===== src/include/cpu_ctrl_consts.svh =====
`ifndef CPU_CTRL_CONSTS_SVH
`define CPU_CTRL_CONSTS_SVH

// instruction class, bits 27:25
`define CLS_DP_REG 3'b000
`define CLS_DP_IMM 3'b001
`define CLS_MEM    3'b010
`define CLS_BRANCH 3'b101

// condition field, bits 31:28
`define COND_EQ 4'h0
`define COND_NE 4'h1
`define COND_CS 4'h2
`define COND_CC 4'h3
`define COND_MI 4'h4
`define COND_PL 4'h5
`define COND_VS 4'h6
`define COND_VC 4'h7
`define COND_HI 4'h8
`define COND_LS 4'h9
`define COND_GE 4'ha
`define COND_LT 4'hb
`define COND_GT 4'hc
`define COND_LE 4'hd
`define COND_AL 4'he

// alu operation codes
`define ALU_AND 3'd0
`define ALU_SUB 3'd1
`define ALU_ADD 3'd2
`define ALU_ORR 3'd3
`define ALU_MOV 3'd4
`define ALU_CMP 3'd5

// next pc select
`define PC_NEXT   2'd0
`define PC_RESET  2'd1
`define PC_BRANCH 2'd2

`define RESET_VECTOR_SEL `PC_RESET

// condition never, data-processing class, no effect
`define NOP_INSTR 32'hf000_0000

`endif


===== src/hw/cpu_ctrl_pkg.sv =====
package cpu_ctrl_pkg;

    // data processing layout
    typedef struct packed {
        logic [3:0] cond;
        logic [2:0] cls;
        logic [3:0] alu;
        logic       s;
        logic [3:0] rn;
        logic [3:0] rd;
        // shift amount, rs in its top four bits
        logic [4:0] imm5;
        logic [1:0] shift_op;
        logic       reg_shift;
        logic [3:0] rm;
    } dp_view_t;

    // load / store layout
    typedef struct packed {
        logic [3:0]  cond;
        logic [2:0]  cls;
        logic        p;
        logic        u;
        logic        b;
        logic        w;
        logic        l;
        logic [3:0]  rn;
        logic [3:0]  rt;
        logic [11:0] imm12;
    } mem_view_t;

    typedef struct packed {
        logic [3:0]  cond;
        logic [2:0]  cls;
        logic        link;
        logic [23:0] imm24;
    } br_view_t;

    typedef union packed {
        dp_view_t  dp_view;
        mem_view_t mem_view;
        br_view_t  br_view;
    } instr_u;

    typedef struct packed {
        logic [6:0] opcode;
        logic [3:0] rn;
        logic [3:0] rm;
        logic [3:0] rs;
        logic [4:0] imm5;
        logic [1:0] sel_a_in;
        logic [1:0] sel_b_in;
        logic [1:0] sel_shift_in;
        logic       sel_shift;
        logic       en_a;
        logic       en_b;
        logic       en_s;
        logic [6:0] pc;
    } exec_ctrl_t;

    typedef struct packed {
        logic [6:0]  opcode;
        logic [3:0]  rn;
        logic [3:0]  rd;
        logic [1:0]  shift_op;
        logic [11:0] imm12;
        logic [31:0] imm_branch;
        logic        sel_branch_imm;
        logic        sel_a;
        logic        sel_b;
        logic [2:0]  alu_op;
        logic        sel_pre_indexed;
        logic        en_status;
        logic [1:0]  sel_w_addr1;
        logic        w_en1;
        logic        mem_w_en;
    } mem_ctrl_t;

    typedef struct packed {
        logic [3:0] rt;
        logic       w_en_ldr;
    } wb_ctrl_t;

    // per-stage summary for hazard checks in execute
    typedef struct packed {
        logic [3:0] rd_rt;
        logic       is_load;
        logic       writes_reg;
        logic       epoch;
        logic       valid;
    } stage_tag_t;

endpackage


===== src/hw/cpu_controller.sv =====
`timescale 1ns/10ps
`include "cpu_ctrl_consts.svh"

module cpu_controller (
    input  logic                    clk,
    input  logic                    rst_n,
    input  logic [31:0]             instr_in,
    input  logic [31:0]             status_reg,
    input  logic [6:0]              pc_in,
    output cpu_ctrl_pkg::exec_ctrl_t exec_ctrl,
    output cpu_ctrl_pkg::mem_ctrl_t  mem_ctrl,
    output cpu_ctrl_pkg::wb_ctrl_t   wb_ctrl,
    output logic [1:0]              sel_pc,
    output logic                    load_pc
);
    import cpu_ctrl_pkg::*;

    logic       start;
    logic       stall;
    logic       epoch_ref;
    logic       fetch_epoch;
    instr_u     exec_instr;
    instr_u     mem_instr;
    logic [6:0] exec_pc;
    logic       exec_epoch;
    logic       exec_valid;
    logic       mem_valid;
    logic [1:0] sel_pc_branch;
    stage_tag_t mem_tag;
    stage_tag_t wait_tag;
    stage_tag_t wb_tag;

    // first cycle out of reset loads the reset vector
    always_ff @(posedge clk or negedge rst_n) begin
        if (!rst_n) begin
            start <= 1'b1;
        end else begin
            start <= 1'b0;
        end
    end

    assign sel_pc  = start ? `RESET_VECTOR_SEL : sel_pc_branch;
    assign load_pc = !stall;

    fetch_epoch_unit u_fetch (
        .clk         (clk),
        .rst_n       (rst_n),
        .epoch_ref   (epoch_ref),
        .stall       (stall),
        .fetch_epoch (fetch_epoch)
    );

    execute_unit u_execute (
        .clk         (clk),
        .rst_n       (rst_n),
        .instr_in    (instr_in),
        .pc_in       (pc_in),
        .fetch_epoch (fetch_epoch),
        .mem_tag     (mem_tag),
        .wait_tag    (wait_tag),
        .wb_tag      (wb_tag),
        .exec_ctrl   (exec_ctrl),
        .instr_out   (exec_instr),
        .pc_out      (exec_pc),
        .epoch_out   (exec_epoch),
        .valid_out   (exec_valid),
        .stall       (stall)
    );

    memory_unit u_memory (
        .clk           (clk),
        .rst_n         (rst_n),
        .instr_in      (exec_instr),
        .pc_in         (exec_pc),
        .epoch_in      (exec_epoch),
        .valid_in      (exec_valid),
        .status_reg    (status_reg),
        .mem_ctrl      (mem_ctrl),
        .sel_pc_branch (sel_pc_branch),
        .epoch_ref     (epoch_ref),
        .instr_out     (mem_instr),
        .valid_out     (mem_valid),
        .mem_tag       (mem_tag)
    );

    load_tail_unit u_load_tail (
        .clk      (clk),
        .rst_n    (rst_n),
        .instr_in (mem_instr),
        .valid_in (mem_valid),
        .wb_ctrl  (wb_ctrl),
        .wait_tag (wait_tag),
        .wb_tag   (wb_tag)
    );

endmodule


===== src/hw/execute_unit.sv =====
`timescale 1ns/10ps
`include "cpu_ctrl_consts.svh"

module execute_unit (
    input  logic                     clk,
    input  logic                     rst_n,
    input  cpu_ctrl_pkg::instr_u     instr_in,
    input  logic [6:0]               pc_in,
    input  logic                     fetch_epoch,
    input  cpu_ctrl_pkg::stage_tag_t mem_tag,
    input  cpu_ctrl_pkg::stage_tag_t wait_tag,
    input  cpu_ctrl_pkg::stage_tag_t wb_tag,
    output cpu_ctrl_pkg::exec_ctrl_t exec_ctrl,
    output cpu_ctrl_pkg::instr_u     instr_out,
    output logic [6:0]               pc_out,
    output logic                     epoch_out,
    output logic                     valid_out,
    output logic                     stall
);
    import cpu_ctrl_pkg::*;

    instr_u     instr_q;
    logic [6:0] pc_q;
    logic       epoch_q;
    logic       valid_q;
    logic [2:0] cls;
    logic       is_dp_reg;
    logic       is_dp;
    logic       is_mem;
    logic       is_store;
    logic       reg_shift;
    logic [3:0] rn;
    logic [3:0] rm;
    logic [3:0] rs;
    logic       use_rn;
    logic       use_rm;
    logic       use_rs;

    // load still in flight with r as its target
    function automatic logic load_hit(input stage_tag_t tag, input logic [3:0] r);
        return tag.valid && tag.is_load && (tag.rd_rt == r);
    endfunction

    function automatic logic [1:0] fwd_sel(input logic used, input logic [3:0] r,
                                           input stage_tag_t m, input stage_tag_t w);
        logic [1:0] sel;
        sel = 2'b00;
        if (used && m.valid && m.writes_reg && (m.rd_rt == r)) begin
            sel = 2'b01;
        end else if (used && w.valid && w.is_load && (w.rd_rt == r)) begin
            sel = 2'b10;
        end
        return sel;
    endfunction

    always_ff @(posedge clk or negedge rst_n) begin
        if (!rst_n) begin
            epoch_q <= 1'b0;
            valid_q <= 1'b0;
        end else if (!stall) begin
            epoch_q <= fetch_epoch;
            valid_q <= 1'b1;
        end
    end

    // fetch runs two words ahead of execute
    always_ff @(posedge clk) begin
        if (!stall) begin
            instr_q <= instr_in;
            pc_q    <= pc_in - 7'd2;
        end
    end

    assign cls       = instr_q.dp_view.cls;
    assign is_dp_reg = (cls == `CLS_DP_REG);
    assign is_dp     = is_dp_reg || (cls == `CLS_DP_IMM);
    assign is_mem    = (cls == `CLS_MEM);
    assign is_store  = is_mem && !instr_q.mem_view.l;
    assign reg_shift = is_dp_reg && instr_q.dp_view.reg_shift;

    assign rn = instr_q.dp_view.rn;
    // store data leaves on the b operand
    assign rm = is_mem ? instr_q.mem_view.rt : instr_q.dp_view.rm;
    assign rs = instr_q.dp_view.imm5[4:1];

    assign use_rn = valid_q && (is_dp || is_mem);
    assign use_rm = valid_q && (is_dp_reg || is_store);
    assign use_rs = valid_q && reg_shift;

    // load-use: hold until the load reaches write-back
    always_comb begin
        stall = (use_rn && (load_hit(mem_tag, rn) || load_hit(wait_tag, rn))) ||
                (use_rm && (load_hit(mem_tag, rm) || load_hit(wait_tag, rm))) ||
                (use_rs && (load_hit(mem_tag, rs) || load_hit(wait_tag, rs)));
    end

    always_comb begin
        exec_ctrl.opcode       = {instr_q.dp_view.cls, instr_q.dp_view.alu};
        exec_ctrl.rn           = rn;
        exec_ctrl.rm           = rm;
        exec_ctrl.rs           = rs;
        exec_ctrl.imm5         = instr_q.dp_view.imm5;
        exec_ctrl.sel_a_in     = fwd_sel(use_rn && !stall, rn, mem_tag, wb_tag);
        exec_ctrl.sel_b_in     = fwd_sel(use_rm && !stall, rm, mem_tag, wb_tag);
        exec_ctrl.sel_shift_in = fwd_sel(use_rs && !stall, rs, mem_tag, wb_tag);
        exec_ctrl.sel_shift    = reg_shift;
        exec_ctrl.en_a         = use_rn;
        exec_ctrl.en_b         = use_rm;
        exec_ctrl.en_s         = use_rs;
        exec_ctrl.pc           = pc_q;
    end

    assign instr_out = instr_q;
    assign pc_out    = pc_q;
    assign epoch_out = epoch_q;
    // a stalled instruction leaves a bubble behind
    assign valid_out = valid_q && !stall;

endmodule


===== src/hw/fetch_epoch_unit.sv =====
`timescale 1ns/10ps

module fetch_epoch_unit (
    input  logic clk,
    input  logic rst_n,
    input  logic epoch_ref,
    input  logic stall,
    output logic fetch_epoch
);

    logic fetch_tag;
    logic wait_tag;

    // epoch follows the word through fetch and fetch-wait
    // both hold on stall so tag and word stay paired
    always_ff @(posedge clk or negedge rst_n) begin
        if (!rst_n) begin
            fetch_tag <= 1'b0;
            wait_tag  <= 1'b0;
        end else if (!stall) begin
            fetch_tag <= epoch_ref;
            wait_tag  <= fetch_tag;
        end
    end

    assign fetch_epoch = wait_tag;

endmodule


===== src/hw/load_tail_unit.sv =====
`timescale 1ns/10ps
`include "cpu_ctrl_consts.svh"

module load_tail_unit (
    input  logic                     clk,
    input  logic                     rst_n,
    input  cpu_ctrl_pkg::instr_u     instr_in,
    input  logic                     valid_in,
    output cpu_ctrl_pkg::wb_ctrl_t   wb_ctrl,
    output cpu_ctrl_pkg::stage_tag_t wait_tag,
    output cpu_ctrl_pkg::stage_tag_t wb_tag
);
    import cpu_ctrl_pkg::*;

    instr_u     wait_instr;
    instr_u     wb_instr;
    logic       wait_valid;
    logic       wb_valid;
    logic [3:0] rt_q;
    logic       w_en_q;

    function automatic stage_tag_t load_tag(input instr_u instr, input logic valid);
        stage_tag_t tag;
        tag.rd_rt   = instr.mem_view.rt;
        tag.is_load = (instr.mem_view.cls == `CLS_MEM) && instr.mem_view.l;
        // past memory only loads still write the register file
        tag.writes_reg = tag.is_load;
        // squash already folded into valid
        tag.epoch = 1'b0;
        tag.valid = valid;
        return tag;
    endfunction

    always_ff @(posedge clk or negedge rst_n) begin
        if (!rst_n) begin
            wait_valid <= 1'b0;
            wb_valid   <= 1'b0;
            w_en_q     <= 1'b0;
        end else begin
            wait_valid <= valid_in;
            wb_valid   <= wait_valid;
            w_en_q     <= wb_tag.valid && wb_tag.is_load;
        end
    end

    always_ff @(posedge clk) begin
        wait_instr <= instr_in;
        wb_instr   <= wait_instr;
        rt_q       <= wb_instr.mem_view.rt;
    end

    assign wait_tag = load_tag(wait_instr, wait_valid);
    assign wb_tag   = load_tag(wb_instr, wb_valid);

    // register file write port, one cycle behind write-back data
    assign wb_ctrl.rt       = rt_q;
    assign wb_ctrl.w_en_ldr = w_en_q;

endmodule


===== src/hw/memory_unit.sv =====
`timescale 1ns/10ps
`include "cpu_ctrl_consts.svh"

module memory_unit (
    input  logic                     clk,
    input  logic                     rst_n,
    input  cpu_ctrl_pkg::instr_u     instr_in,
    input  logic [6:0]               pc_in,
    input  logic                     epoch_in,
    input  logic                     valid_in,
    input  logic [31:0]              status_reg,
    output cpu_ctrl_pkg::mem_ctrl_t  mem_ctrl,
    output logic [1:0]               sel_pc_branch,
    output logic                     epoch_ref,
    output cpu_ctrl_pkg::instr_u     instr_out,
    output logic                     valid_out,
    output cpu_ctrl_pkg::stage_tag_t mem_tag
);
    import cpu_ctrl_pkg::*;

    instr_u     instr_q;
    logic [6:0] pc_q;
    logic       epoch_q;
    logic       valid_q;
    logic [2:0] cls;
    logic       is_dp;
    logic       is_mem;
    logic       is_br;
    logic       live;
    logic       taken;
    logic       link;
    logic       dp_writes;
    logic [2:0] alu_op;

    // arm condition rule on n z c v
    function automatic logic cond_pass(input logic [3:0] cond, input logic [3:0] nzcv);
        logic n;
        logic z;
        logic c;
        logic v;
        n = nzcv[3];
        z = nzcv[2];
        c = nzcv[1];
        v = nzcv[0];
        case (cond)
            `COND_EQ: return z;
            `COND_NE: return !z;
            `COND_CS: return c;
            `COND_CC: return !c;
            `COND_MI: return n;
            `COND_PL: return !n;
            `COND_VS: return v;
            `COND_VC: return !v;
            `COND_HI: return c && !z;
            `COND_LS: return !c || z;
            `COND_GE: return n == v;
            `COND_LT: return n != v;
            `COND_GT: return !z && (n == v);
            `COND_LE: return z || (n != v);
            `COND_AL: return 1'b1;
            default:  return 1'b0;
        endcase
    endfunction

    function automatic logic [2:0] alu_map(input logic [3:0] alu);
        case (alu)
            4'b0000: return `ALU_AND;
            4'b0010: return `ALU_SUB;
            4'b0100: return `ALU_ADD;
            4'b1010: return `ALU_CMP;
            4'b1100: return `ALU_ORR;
            4'b1101: return `ALU_MOV;
            default: return `ALU_ADD;
        endcase
    endfunction

    always_ff @(posedge clk or negedge rst_n) begin
        if (!rst_n) begin
            valid_q   <= 1'b0;
            epoch_q   <= 1'b0;
            epoch_ref <= 1'b0;
        end else begin
            valid_q <= valid_in;
            epoch_q <= epoch_in;
            // new epoch marks everything fetched so far as wrong path
            if (taken) begin
                epoch_ref <= !epoch_ref;
            end
        end
    end

    always_ff @(posedge clk) begin
        instr_q <= instr_in;
        pc_q    <= pc_in;
    end

    assign cls    = instr_q.dp_view.cls;
    assign is_dp  = (cls == `CLS_DP_REG) || (cls == `CLS_DP_IMM);
    assign is_mem = (cls == `CLS_MEM);
    assign is_br  = (cls == `CLS_BRANCH);

    assign live = valid_q && (epoch_q == epoch_ref) &&
                  cond_pass(instr_q.dp_view.cond, status_reg[31:28]);

    assign alu_op    = is_dp ? alu_map(instr_q.dp_view.alu) :
                       (is_mem && !instr_q.mem_view.u) ? `ALU_SUB : `ALU_ADD;
    assign dp_writes = is_dp && (alu_op != `ALU_CMP);
    assign link      = is_br && instr_q.br_view.link;
    assign taken     = live && is_br;

    always_comb begin
        mem_ctrl.opcode     = {instr_q.dp_view.cls, instr_q.dp_view.alu};
        mem_ctrl.rn         = instr_q.dp_view.rn;
        mem_ctrl.rd         = instr_q.dp_view.rd;
        mem_ctrl.shift_op   = instr_q.dp_view.shift_op;
        // branch and link carries its return address to lr
        mem_ctrl.imm12      = link ? {5'd0, pc_q + 7'd1} : instr_q.mem_view.imm12;
        mem_ctrl.imm_branch = {{8{instr_q.br_view.imm24[23]}}, instr_q.br_view.imm24};
        mem_ctrl.sel_branch_imm  = is_br;
        mem_ctrl.sel_a           = is_br;
        mem_ctrl.sel_b           = (cls == `CLS_DP_IMM) || is_mem || is_br;
        mem_ctrl.alu_op          = alu_op;
        mem_ctrl.sel_pre_indexed = is_mem && instr_q.mem_view.p;
        mem_ctrl.en_status       = live && is_dp && instr_q.dp_view.s;
        // 00 rd, 01 base rn, 10 lr
        if (link) begin
            mem_ctrl.sel_w_addr1 = 2'b10;
        end else if (is_mem && instr_q.mem_view.w) begin
            mem_ctrl.sel_w_addr1 = 2'b01;
        end else begin
            mem_ctrl.sel_w_addr1 = 2'b00;
        end
        mem_ctrl.w_en1    = live && (dp_writes || link || (is_mem && instr_q.mem_view.w));
        mem_ctrl.mem_w_en = live && is_mem && !instr_q.mem_view.l;
    end

    assign sel_pc_branch = taken ? `PC_BRANCH : `PC_NEXT;

    assign instr_out = instr_q;
    assign valid_out = live;

    always_comb begin
        mem_tag.rd_rt      = instr_q.dp_view.rd;
        mem_tag.is_load    = is_mem && instr_q.mem_view.l;
        mem_tag.writes_reg = dp_writes;
        mem_tag.epoch      = epoch_q;
        mem_tag.valid      = live;
    end

endmodule


===== config.mk =====
export PLATFORM = sky130hd
export DESIGN_NAME = cpu_controller
export DESIGN_NICKNAME = d
export VERILOG_FILES = /design/src/hw/cpu_ctrl_pkg.sv /design/src/hw/cpu_controller.sv /design/src/hw/execute_unit.sv /design/src/hw/fetch_epoch_unit.sv /design/src/hw/load_tail_unit.sv /design/src/hw/memory_unit.sv
export VERILOG_INCLUDE_DIRS = /design/src /design/src/include
export SDC_FILE = /design/constraint.sdc
export NUM_CORES = 1
export LEC_CHECK = 0
export BUFFER_PORTS_ARGS = -buffer_cell sky130_fd_sc_hd__buf_2
export CORE_ASPECT_RATIO = 0.5
export CORE_MARGIN = 2
export CORE_UTILIZATION = 48
export DETAILED_ROUTE_END_ITERATION = 16
export PLACE_DENSITY = 0.77
export SYNTH_ARGS = -nofsm -noshare
export SYNTH_HDL_FRONTEND = slang
export SYNTH_SLANG_ARGS = --single-unit

===== constraint.sdc =====
create_clock -name clk -period 4.7 [get_ports clk]
set_input_delay 0.47 -clock clk [delete_from_list [all_inputs] [get_ports clk]]
set_output_delay 0.47 -clock clk [all_outputs]
set_load 0.02 [all_outputs]

# Yosys cells after proc, flatten, opt, wreduce, memory -nomap -nowiden
# Cells that the tools add are included.
[totals]
romBits = 0
memories = 0
latchBits = 0
reg_bits = 149
word_cells = 159
mem_bits_rw = 0
[classes]
mul = 0
bitwise_logic = 0
shift = 0
div = 0
n_addsub = 2
n_eq_ne = 38
magnitude_cmp = 0
n_reduce_logical = 85
muxes = 16
[op_table]
columns = ["operator", "n"]
rows = [
  ["$logic_and 1x1->1", 57],
  ["$eq 4x4->1 const B", 10],
  ["$eq 4x4->1", 9],
  ["$mux 2", 10],
  ["$eq 4x3->1 const B", 4],
  ["$logic_or 1x1->1", 15],
  ["$pmux 1 s15", 1],
  ["$pmux 3 s5", 1],
  ["$eq 3x2->1 const B", 4],
  ["$eq 4x2->1 const B", 3],
  ["$mux 12", 1],
  ["$logic_not 1->1", 9],
  ["$logic_not 4->1", 2],
  ["$add 7x1->7 const B", 1],
  ["$sub 7x2->7 const B", 1],
  ["$eq 3x1->1 const B", 2],
  ["$logic_not 3->1", 2],
  ["$eq 4x1->1 const B", 1],
  ["$mux 4", 1],
  ["$eq 3x3->1 const B", 1],
  ["$mux 3", 1],
  ["$ne 3x3->1 const B", 1],
  ["$eq 1x1->1", 2],
  ["$mux 1", 1],
  ["$ne 1x1->1", 1],
]

# Longest topological paths before layout
# Gate-level depths: netlist (run 1).
[logic_depth]
depth_word = 17
depth_mapped = 8
depth_no_buf = 7

# Hierarchy
# From an unflattened synthesis (run 1), not the netlist that was laid out.
[hier_totals]
hier_cells = 447
hier_area_um2 = 5058.6
[modules_own_cells]
columns = ["module", "cells_each", "area_each_um2", "instances", "seq_area_each_um2"]
rows = [
  ["execute_unit", 187, 2338.5, 1, 1221.2],
  ["memory_unit", 209, 1978.1, 1, 855.8],
  ["load_tail_unit", 42, 620.6, 1, 475.5],
  ["fetch_epoch_unit", 4, 72.6, 1, 50.0],
  ["cpu_controller", 5, 48.8, 1, 26.3],
]

# Worst setup path after synthesis (run 1)
# No wires, ideal clock.
[synth_path]
path_type = "register to output"
from = "reg u_execute.instr_q (netlist bit u_execute.instr_out[27])"
to = "out load_pc"
slack_ps = 669
t_required_ps = 4230
stages_incl_launch_ff = 7
arrival_ps = 3561
n_path_buf = 0
cell_sequence = "edfxtp_1 > nor3b_2 > mux2i_1 > xnor2_1 > or3_1 > o21ai_0 > nor2_1"
[synth_via]
elab_chain_cells = 9
word_cells_on_any_way = 23
classes_between = "eq/ne: 4; mux: 1; reduce/logical: 18"
[synth_rtl]
columns = ["element", "line_no", "text"]
rows = [
  ["from (decl)", "execute_unit.sv:22", "instr_u instr_q;"],
  ["from (signal assigned)", "execute_unit.sv:69", "instr_q <= instr_in;"],
  ["$eq 3x2->1 (no line)", "-", ""],
  ["$mux 4", "execute_unit.sv:83", "assign rm = is_mem ? instr_q.mem_view.rt : instr_q.dp_view.rm;"],
  ["$eq 4x4->1", "execute_unit.sv:41", "return tag.valid && tag.is_load && (tag.rd_rt == r);"],
  ["$logic_and 1x1->1", "execute_unit.sv:41", ""],
  ["$logic_or 1x1->1", "execute_unit.sv:93", "(use_rm && (load_hit(mem_tag, rm) || load_hit(wait_tag, rm))) ||"],
  ["$logic_and 1x1->1", "execute_unit.sv:93", ""],
  ["$logic_or 1x1->1", "execute_unit.sv:92", "stall = (use_rn && (load_hit(mem_tag, rn) || load_hit(wait_tag, rn))) ||"],
  ["$logic_or 1x1->1 *", "execute_unit.sv:93", ""],
  ["$logic_not 1->1 *", "-", ""],
  ["to (decl)", "cpu_controller.sv:14", "output logic load_pc"],
]
# Mark *: on every way between the ends. The rest lies on a longest branch, timed or not.

==> results.yml, run 1 <==
outcome:
  status: "finished, final reports clean"
placed_design:
  dpl.cell_count: 635
  placed_cell_area_sq_um: 5160
  dpl.hpwl_mm: 7.19
  gp_congestion: 0.843
  io_buffers: 166
sta:
  period_needed_ns: 3.56
  finClkSkew_ns: 0.0112
  max_freq_mhz: 281
  whs_ns: 0.296
  worstMarginPinSlew_ns: 0.748
  period_share: 0.756
  setup-tns-final_ns: 0
  drv_slew: 0
  setup_viol: 0
  slew_headroom: 0.489
  finalHoldViolCount: 0
  grt_setup_unrepaired: "false"
detailed_routing:
  wire_per_inst_um: 14.5
  firstDrtPassIters: 4
  routed_wl_mm: 9.46
  drc_errors: 0
  vias_per_cell: 4.81
  drt-initial-drc-count: 104
  vias: 3136
  drt.antenna.violating_nets: 0
yosys:
  syn-cell-area_sq_um: 4750
  async_reset_ff_frac: 0.101
  syn_avg_cell_area_sq_um: 11.4
  syn_nets: 491
  ys_top_cells_by_area: "dfxtp_1 (25%), edfxtp_1 (25%), buf_4 (12%)"
  ys_warn_count: 0
  ys_ff_latch: 109
  synth_top_area_frac: 0.249
  synth_cells: 416
  ys.flop_type: "dfxtp_1"
  synth-edff-count: 39
  ys_seq_area_frac: 0.553
  yosysTopAreaCell: "dfxtp_1"
  synth_cell_types: 60
cells_and_area:
  final_common_cell: "buf_2"
  layout-drive-gt1-share: 0.371
  final_cell_mix: "buf_2 (166), dfxtp_1 (59), edfxtp_1 (39)"
  nets: 587
  diodes: 0
  instances_no_fill: 652
  design_area_sq_um: 5490
  area_delta_synth_final_pct: 15.6
  num-fill-cells: 839
clock_network:
  clockBufferDepth: 2
  cts_tree: "built"
  htree_levels: 3
  clock_sinks: 109
  cts-root-buf: "clkbuf_16"
  postCtsSetupRepairBufs: 0
  clk_pin_slew_ns: 0.07
  cts_resized: 0
  cts_hold_buf: 1
  clk-insertion-delay-late_ns: 0.34
  numCtsBuffers: 9
floorplan:
  dieArea_sq_um: 10800
  coreArea_sq_um: 9540
  rows: 25
  initial_utilization: 0.498
  die_h_um: 74.3
  io_pins: 195
  fp.dieW_um: 145
setup_path:
  critical-path-max-stage-delay_ns: 0.54
  required_ns: 4.23
  arrival_ns: 3.09
  path_class: "register to primary output"
  cp-end-kind: "primary output"
  cp_max_fo: 9
  crit_path_cell_trace: "nor3b_2 > mux2i_1 > and3b_1 > o21ai_1 > o221ai_4 > nor4_1 > buf_2"
  slowest_stage: "edfxtp_1"
  critPathLaunchType: "register"
power_and_ir_drop:
  ir_worst_vdd_mv: 0.180
  power_density_nw_per_um2: 400
  leakagePower_nw: 2.48
job:
  drv_cap: 0
grt:
  grt_pass1_wl_mm: 13.9
  grtUsageTotal: 0.173
  grt_overflow: 0
  grt_max_degree: 40
  antenna_found_initial: 0
  grt_pass1_vias: 2824
hold_path:
  min_path_type: "input pin to register"
-- power by group --
part / switching (mW) / internal [mW] / total [mW] / leakage, nW
logic: 0.159 / 0.114 / 0.273 / 1.28
registers: 0.0637 / 1.05 / 1.12 / 1.04
clock network: 0.326 / 0.483 / 0.809 / 0.156
-- metal layers --
layer | wire [um] | track usage
met5 | 0 | 0
met4 | 99 | 0.0583
met3 | 507 | 0.0586
met2 | 4530 | 0.276
met1 | 4320 | 0.226
-- Yosys cell counts, types with 4 or more instances --
| cell | count |
|---|---|
| nor3_1 | 12 |
| dfrtp_1 | 10 |
| and3_1 | 7 |
| buf_4 | 78 |
| dfxtp_1 | 59 |
| inv_1 | 18 |
| and2_1 | 6 |
| o21ai_0 | 10 |
| nor2_1 | 13 |
| edfxtp_1 | 39 |
| mux2i_1 | 7 |
| nand4_1 | 8 |
| nand2b_1 | 5 |
| clkbuf_1 | 4 |
| nand2_1 | 22 |
| xor2_1 | 16 |
| nand3_1 | 8 |
| xnor2_1 | 31 |
-- cell families after synthesis --
| kind of cell | share of synthesized area |
|---|---|
| mux | 0.0219 |
| compound gates | 0.0674 |
| flops | 0.553 |
| fa+ha+maj | 0.00527 |
| xor+xnor | 0.0866 |
| simple gates | 0.122 |
| other cells | 0.00158 |
| buf+inv | 0.142 |
-- final cells by class --
cell class,instances,area [sq um],share of cell area
repair buffers,168,848,0.154
clock inverters,5,81.3,0.0148
inverters,18,67.6,0.0123
well taps,135,169,0.0307
flip-flops and latches,109,2630,0.478
multi-input cells,206,1460,0.265
clock buffers,11,243,0.0442
-- state kept, by name (all words and copies together) (netlist names), 4 cells and up --
register / count
u_execute.instr_out: 32
u_execute.pc_out: 7
u_load_tail.rt_q: 4
u_load_tail.wait_instr: 8
u_load_tail.wb_instr: 8
u_memory.instr_out: 32
u_memory.pc_q: 7
-- stage by stage --
step | power (mW) | worst slack [ns] | utilization
floorplan | 1.35 | 0.669 | -
global placement | 1.40 | 1.58 | 0.541
detailed placement | 1.41 | 1.51 | 0.541
CTS | 2.22 | 1.16 | 0.576
global route | 2.30 | 0.954 | 0.576
finish | 2.20 | 1.14 | 0.576
-- worst paths after layout --
path	cells after the start	endpoint	from	slack, ns
worst max register to register	7	u_execute.instr_out[9]	u_execute.instr_out[27]	1.52
max in group asynchronous	2	start	rst_n	3.90
min in group asynchronous	2	u_load_tail.wait_valid	rst_n	0.53
worst min register to register	0	u_memory.instr_out[30]	u_execute.instr_out[30]	0.34
worst max-delay path	7	exec_ctrl[15]	u_execute.instr_out[27]	1.14
worst min-delay path	1	u_execute.pc_out[0]	pc_in[0]	0.30
-- critical path: cells and delay by family, from the launching register on --
family          cells  cell delay, ns
compound gates      2            0.41
buf+inv             1            0.23
flops               1            0.54
simple gates        3            1.04
mux                 1            0.54
Note: power is estimated with default switching activity, not from simulation.
==> run 2: changes to the inputs <==
Settings changed: CORE_UTILIZATION 48 to 44, PLACE_DENSITY 0.77 to 0.74.
Clock period 4.7 ns to 3.26 ns, I/O delays scaled along.
==> results.yml, run 2 (synthesis gave the netlist of run 1 again) <==
power_and_ir_drop:
  p_int_mw: 2.45
  p_sw_frac: 0.252
  ir_worst_vdd_mv: 0.336
  p_clk_frac: 0.382
  power_density_nw_per_um2: 579
  switchingPower_mw: 0.826
  leakagePower_nw: 2.55
  pwr-share-comb: 0.127
  power_mw: 3.28
  power_frac_seq: 0.491
cells_and_area:
  final_util: 0.547
  num-fill-cells: 888
  layout-drive-gt1-share: 0.398
  diodes: 0
  final_cell_mix: "buf_2 (166), dfxtp_1 (59), edfxtp_1 (39)"
  nets: 597
  design_area_sq_um: 5660
  final_common_cell: "buf_2"
  area_delta_synth_final_pct: 19.2
grt:
  grtUsageTotal: 0.173
  grt_pass1_wl_mm: 15.6
  grt_max_degree: 32
  grt_overflow: 0
  grt_pass1_vias: 2996
  antenna_found_initial: 0
placed_design:
  io_buffers: 166
  placed_cell_area_sq_um: 5220
  dpl.hpwl_mm: 7.47
  gp_congestion: 0.822
detailed_routing:
  drt-initial-drc-count: 152
  vias: 3188
  vias_per_cell: 4.78
  wire_per_inst_um: 15.0
  drc_errors: 0
  routed_wl_mm: 9.99
  firstDrtPassIters: 4
  drt.antenna.violating_nets: 0
clock_network:
  numCtsBuffers: 9
  cts_tree: "built"
  clockBufferDepth: 2
  cts-root-buf: "clkbuf_16"
  htree_levels: 3
  clock_sinks: 109
  clk_pin_slew_ns: 0.07
  clk-insertion-delay-late_ns: 0.35
sta:
  drv_slew: 0
  period_needed_ns: 3.11
  setup_viol: 0
  finalHoldViolCount: 0
  max_freq_mhz: 321
  slew_headroom: 0.537
  finClkSkew_ns: 0.0117
  period_share: 0.954
  worstMarginPinSlew_ns: 0.693
setup_path:
  crit_path_cell_trace: "nor3b_4 > buf_4 > a21oi_1 > o221ai_1 > nand4_1 > a2111oi_2 > buf_4 > nor2_4 > buf_2"
  crit_cells: 9
  path_class: "register to primary output"
  crit_family: "compound AO/OA/AOI/OAI gates"
  r2r-end: "u_execute.instr_out[7]"
  ff2ff_path_depth: 9
  critical-path-max-stage-delay_ns: 0.52
  required_ns: 2.93
  arrival_ns: 2.79
  r2r-start: "u_execute.instr_out[27]"
  critPathLaunchType: "register"
  path_common_cell: "buf_4"
  slowest_stage: "edfxtp_1"
  cp-end-kind: "primary output"
  reg2reg_slack_ns: 0.50
  cp_max_fo: 10
  crit_buf_inv: 3
floorplan:
  initial_utilization: 0.459
  die_h_um: 77.5
  fp.dieW_um: 151
  dieArea_sq_um: 11700
  io_pins: 195
  rows: 26
  coreArea_sq_um: 10300
hold_path:
  hold-path-cell-count: 1
  min_from: "instr_in[22]"
  min_to: "u_execute.instr_out[22]"
  min_path_type: "input pin to register"
job:
  drv_cap: 0
outcome:
  status: "finished, final reports clean"
[run 2: cell types whose count changed in the layout (fill, tap and decap cells not counted), moves of 2 or more]
cell     previous run  this run
a32oi_1             2         0
a32oi_2             0         2
buf_4               1        10
mux2i_1             7         5
mux2i_2             0         2
[run 2: final cells by class]
type	instances	area, sq um	area share
inverter	18	67.6	0.0119
tap	140	175	0.0309
clock buffer	9	225	0.0398
timing repair buffer	178	936	0.165
sequential	109	2630	0.464
clock inverter	7	120	0.0212
multi-input combinational	206	1510	0.267
[run 2: timing repair]
item | 4_1_cts | 5_1_grt
endpoints found under the setup margin | 4 | 7
hold endpoints to repair | 10 | 0
pin swaps | 0 | 2
hold buffers | 1 | 0
setup buffers | 0 | 4
gates resized for setup | 1 | 9
cloned | 0 | 0
[run 2: per-stage QoR]
stage	TNS [ns]	setup WS (ns)	hold WS, ns	instances
6_report	0	0.149	0.149	667
5_1_grt	-0.0119	-0.0119	0.132	667
4_1_cts	0	0.0186	0.136	663
3_5_place_dp	0	0.321	0.226	646
3_3_place_gp	0	0.371	0.222	646
2_1_floorplan	0	0.405	0.0304	416
[run 2: power groups by stage]
stage	Clock (mW)	Sequential [mW]	Combinational (mW)
3_5_place_dp	0	1.64	0.405
4_1_cts	1.28	1.61	0.407
6_report	1.25	1.61	0.415
3_3_place_gp	0	1.63	0.397
2_1_floorplan	0	1.63	0.320
5_1_grt	1.33	1.63	0.452
[run 2: how the worst max path moves through the flow]
stage,from,endpoint
finish,u_execute.instr_out[25],load_pc
global route,u_execute.instr_out[25],load_pc
CTS,u_execute.instr_out[25],load_pc
detailed placement,u_execute.instr_out[25],exec_ctrl[11]
global placement,u_execute.instr_out[25],exec_ctrl[13]
floorplan,u_execute.instr_out[27],exec_ctrl[11]
[run 2: per-layer routing]
metal | vias to the layer above | wire (um) | GRT usage
met1 | 1521 | 4590 | 0.223
met4 | 0 | 90 | 0.0449
met5 | - | 0 | 0
met3 | 8 | 510 | 0.0565
met2 | 77 | 4800 | 0.283
li1 | 1582 | - | -
==> run 3: changes to the inputs <==
--- a/config.mk
+++ b/config.mk
@@ -11,5 +11,6 @@
 export CORE_MARGIN = 2
-export CORE_UTILIZATION = 44
+export CORE_UTILIZATION = 35
+export CTS_CLUSTER_SIZE = 25
 export DETAILED_ROUTE_END_ITERATION = 16
-export PLACE_DENSITY = 0.74
+export PLACE_DENSITY = 0.61
 export SYNTH_ARGS = -nofsm -noshare
==> constraint.sdc (replaced) <==
create_clock -name clk -period 3.26 [get_ports clk]
set_input_delay 0.652 -clock clk [delete_from_list [all_inputs] [get_ports clk]]
set_output_delay 0.652 -clock clk [all_outputs]
set_load 0.02 [all_outputs]
==> results.yml, run 3 (synthesis gave the netlist of run 1 again) <==
outcome:
  status: "finished, final reports clean"
sta:
  slew_headroom: 0.493
  finalHoldViolCount: 0
  max_freq_mhz: 308
  setup_viol: 0
  fin_ws_ns: 0.0141
  worstMarginPinSlew_ns: 0.758
  drv_slew: 0
  period_needed_ns: 3.25
  grt_setup_unrepaired: "true"
  finClkSkew_ns: 0.00441
  period_share: 0.996
cells_and_area:
  seq_area_sq_um: 2630
  area_delta_synth_final_pct: 22.1
  diodes: 0
  instances_no_fill: 717
  multi_input_area_sq_um: 1560
  final_cell_mix: "buf_2 (164), dfxtp_1 (57), edfxtp_1 (39)"
  design_area_sq_um: 5800
  nets: 611
  layout-drive-gt1-share: 0.433
  num-fill-cells: 1277
  final_common_cell: "buf_2"
grt:
  grt_pass1_vias: 3053
  global_route.usage.met2: 0.239
  grt_max_degree: 40
  grt_use_met1: 0.170
  antenna_found_initial: 0
  grt_overflow: 0
  grtUsageTotal: 0.140
  grt_pass1_wl_mm: 15.6
  busiest_layer: "met2"
  met3_usage: 0.0461
clock_network:
  cts_hold_buf: 0
  htree_levels: 3
  clockBufferDepth: 2
  numCtsBuffers: 9
  cts-root-buf: "clkbuf_16"
  cts_tree: "built"
  clock_sinks: 109
  clk-insertion-delay-late_ns: 0.34
  clk_pin_slew_ns: 0.07
setup_path:
  crit_cells: 7
  required_ns: 2.61
  ff2ff_path_depth: 8
  cp-startpoint: "u_execute.instr_out[25]"
  r2r-end: "u_execute.instr_out[8]"
  r2r-start: "u_execute.instr_out[25]"
  reg2reg_slack_ns: 0.58
  cp-end-kind: "primary output"
  critPathLaunchType: "register"
  critical-path-max-stage-delay_ns: 0.50
  crit_family: "simple AND/OR/NAND/NOR gates"
  path_class: "register to primary output"
  arrival_ns: 2.59
  crit_path_cell_trace: "or3b_4 > a21oi_4 > xnor2_1 > or3_1 > o211ai_1 > nor3_1 > buf_4"
  slowest_stage: "edfxtp_1"
  endpoint: "exec_ctrl[14]"
  crit_buf_inv: 1
  cp_max_fo: 7
hold_path:
  min_path_type: "input pin to asynchronous set/reset pin"
floorplan:
  coreArea_sq_um: 13400
  die_h_um: 86.4
  rows: 30
  fp.dieW_um: 169
  initial_utilization: 0.355
  dieArea_sq_um: 14600
  io_pins: 195
placed_design:
  dpl.hpwl_mm: 7.74
  dpl.cell_count: 686
  placed_cell_area_sq_um: 5290
  io_buffers: 166
  place_ws_ns: 0.0484
  gp_congestion: 0.772
detailed_routing:
  routed_wl_mm: 10.2
  drc_errors: 0
  vias_per_cell: 4.52
  drt.antenna.violating_nets: 0
  firstDrtPassIters: 4
  drt-initial-drc-count: 87
  vias: 3240
  wire_per_inst_um: 14.2
power_and_ir_drop:
  power_density_nw_per_um2: 532
  power_mw: 3.09
  leakagePower_nw: 2.60
  ir_worst_vdd_mv: 0.250
job:
  drv_cap: 0
-- run 3: changes by cell type in the layout (fill, tap and decap cells not counted), moves of 2 or more --
cell	delta
dfxtp_1	-2
buf_2	-2
dfxtp_2	+2
buf_4	+16
bufinv_16	-3
buf_6	+2
clkbuf_1	+2
-- run 3: how the worst min path moves through the flow --
stage | startpoint | to | slack (ns) | cells after the start
3_5_place_dp | u_execute.instr_out[30] | u_memory.instr_out[30] | 0.33 | 0
6_report | rst_n | u_memory.epoch_q | 0.17 | 1
2_1_floorplan | u_load_tail.wait_instr[27] | u_load_tail.wb_instr[27] | 0.32 | 0
3_3_place_gp | u_execute.instr_out[6] | u_memory.instr_out[6] | 0.33 | 0
4_1_cts | rst_n | u_memory.epoch_q | 0.17 | 1
5_1_grt | rst_n | u_memory.epoch_q | 0.17 | 1
-- run 3: layout make-up --
cell class | instances | area share
Tap cell | 176 | 0.0379
Inverter | 18 | 0.0116
Sequential cell | 109 | 0.453
Multi-Input combinational cell | 206 | 0.269
Clock buffer | 12 | 0.0444
Timing Repair Buffer | 192 | 0.179
Clock inverter | 4 | 0.00474
-- run 3: worst reg2reg max path, stage by stage, from the launching register on --
cell and delay, ns:
edfxtp_1 0.50, and4bb_2 0.38, nand4_1 0.12, a32oi_2 0.30
nand4_1 0.20, a2111oi_2 0.34, buf_4 0.18, nor2_4 0.03
buf_4 0.31
-- run 3: timing repair --
item	CTS	global route
cloned	0	0
pin swaps	4	11
buffers inserted	6	9
setup endpoints to repair	7	10
gates resized for setup	10	18
-- run 3: per-layer routing --
layer	routed length, um	up-vias
li1	-	1607
met1	4550	1551
met3	509	10
met4	110	0
met5	0	-
met2	5030	72
-- run 3: power breakdown --
part / switching [mW] / internal (mW)
clock network: 0.474 / 0.567
logic: 0.245 / 0.192
registers: 0.0905 / 1.52
-- run 3: through the flow --
step	utilization	hold WS [ns]	setup TNS, ns
after floorplan	-	0.322	0
after global placement	0.394	0.326	0
after detailed placement	0.394	0.328	0
after CTS	0.422	0.168	-0.0153
after global routing	0.433	0.174	-0.550
final	0.433	0.171	0
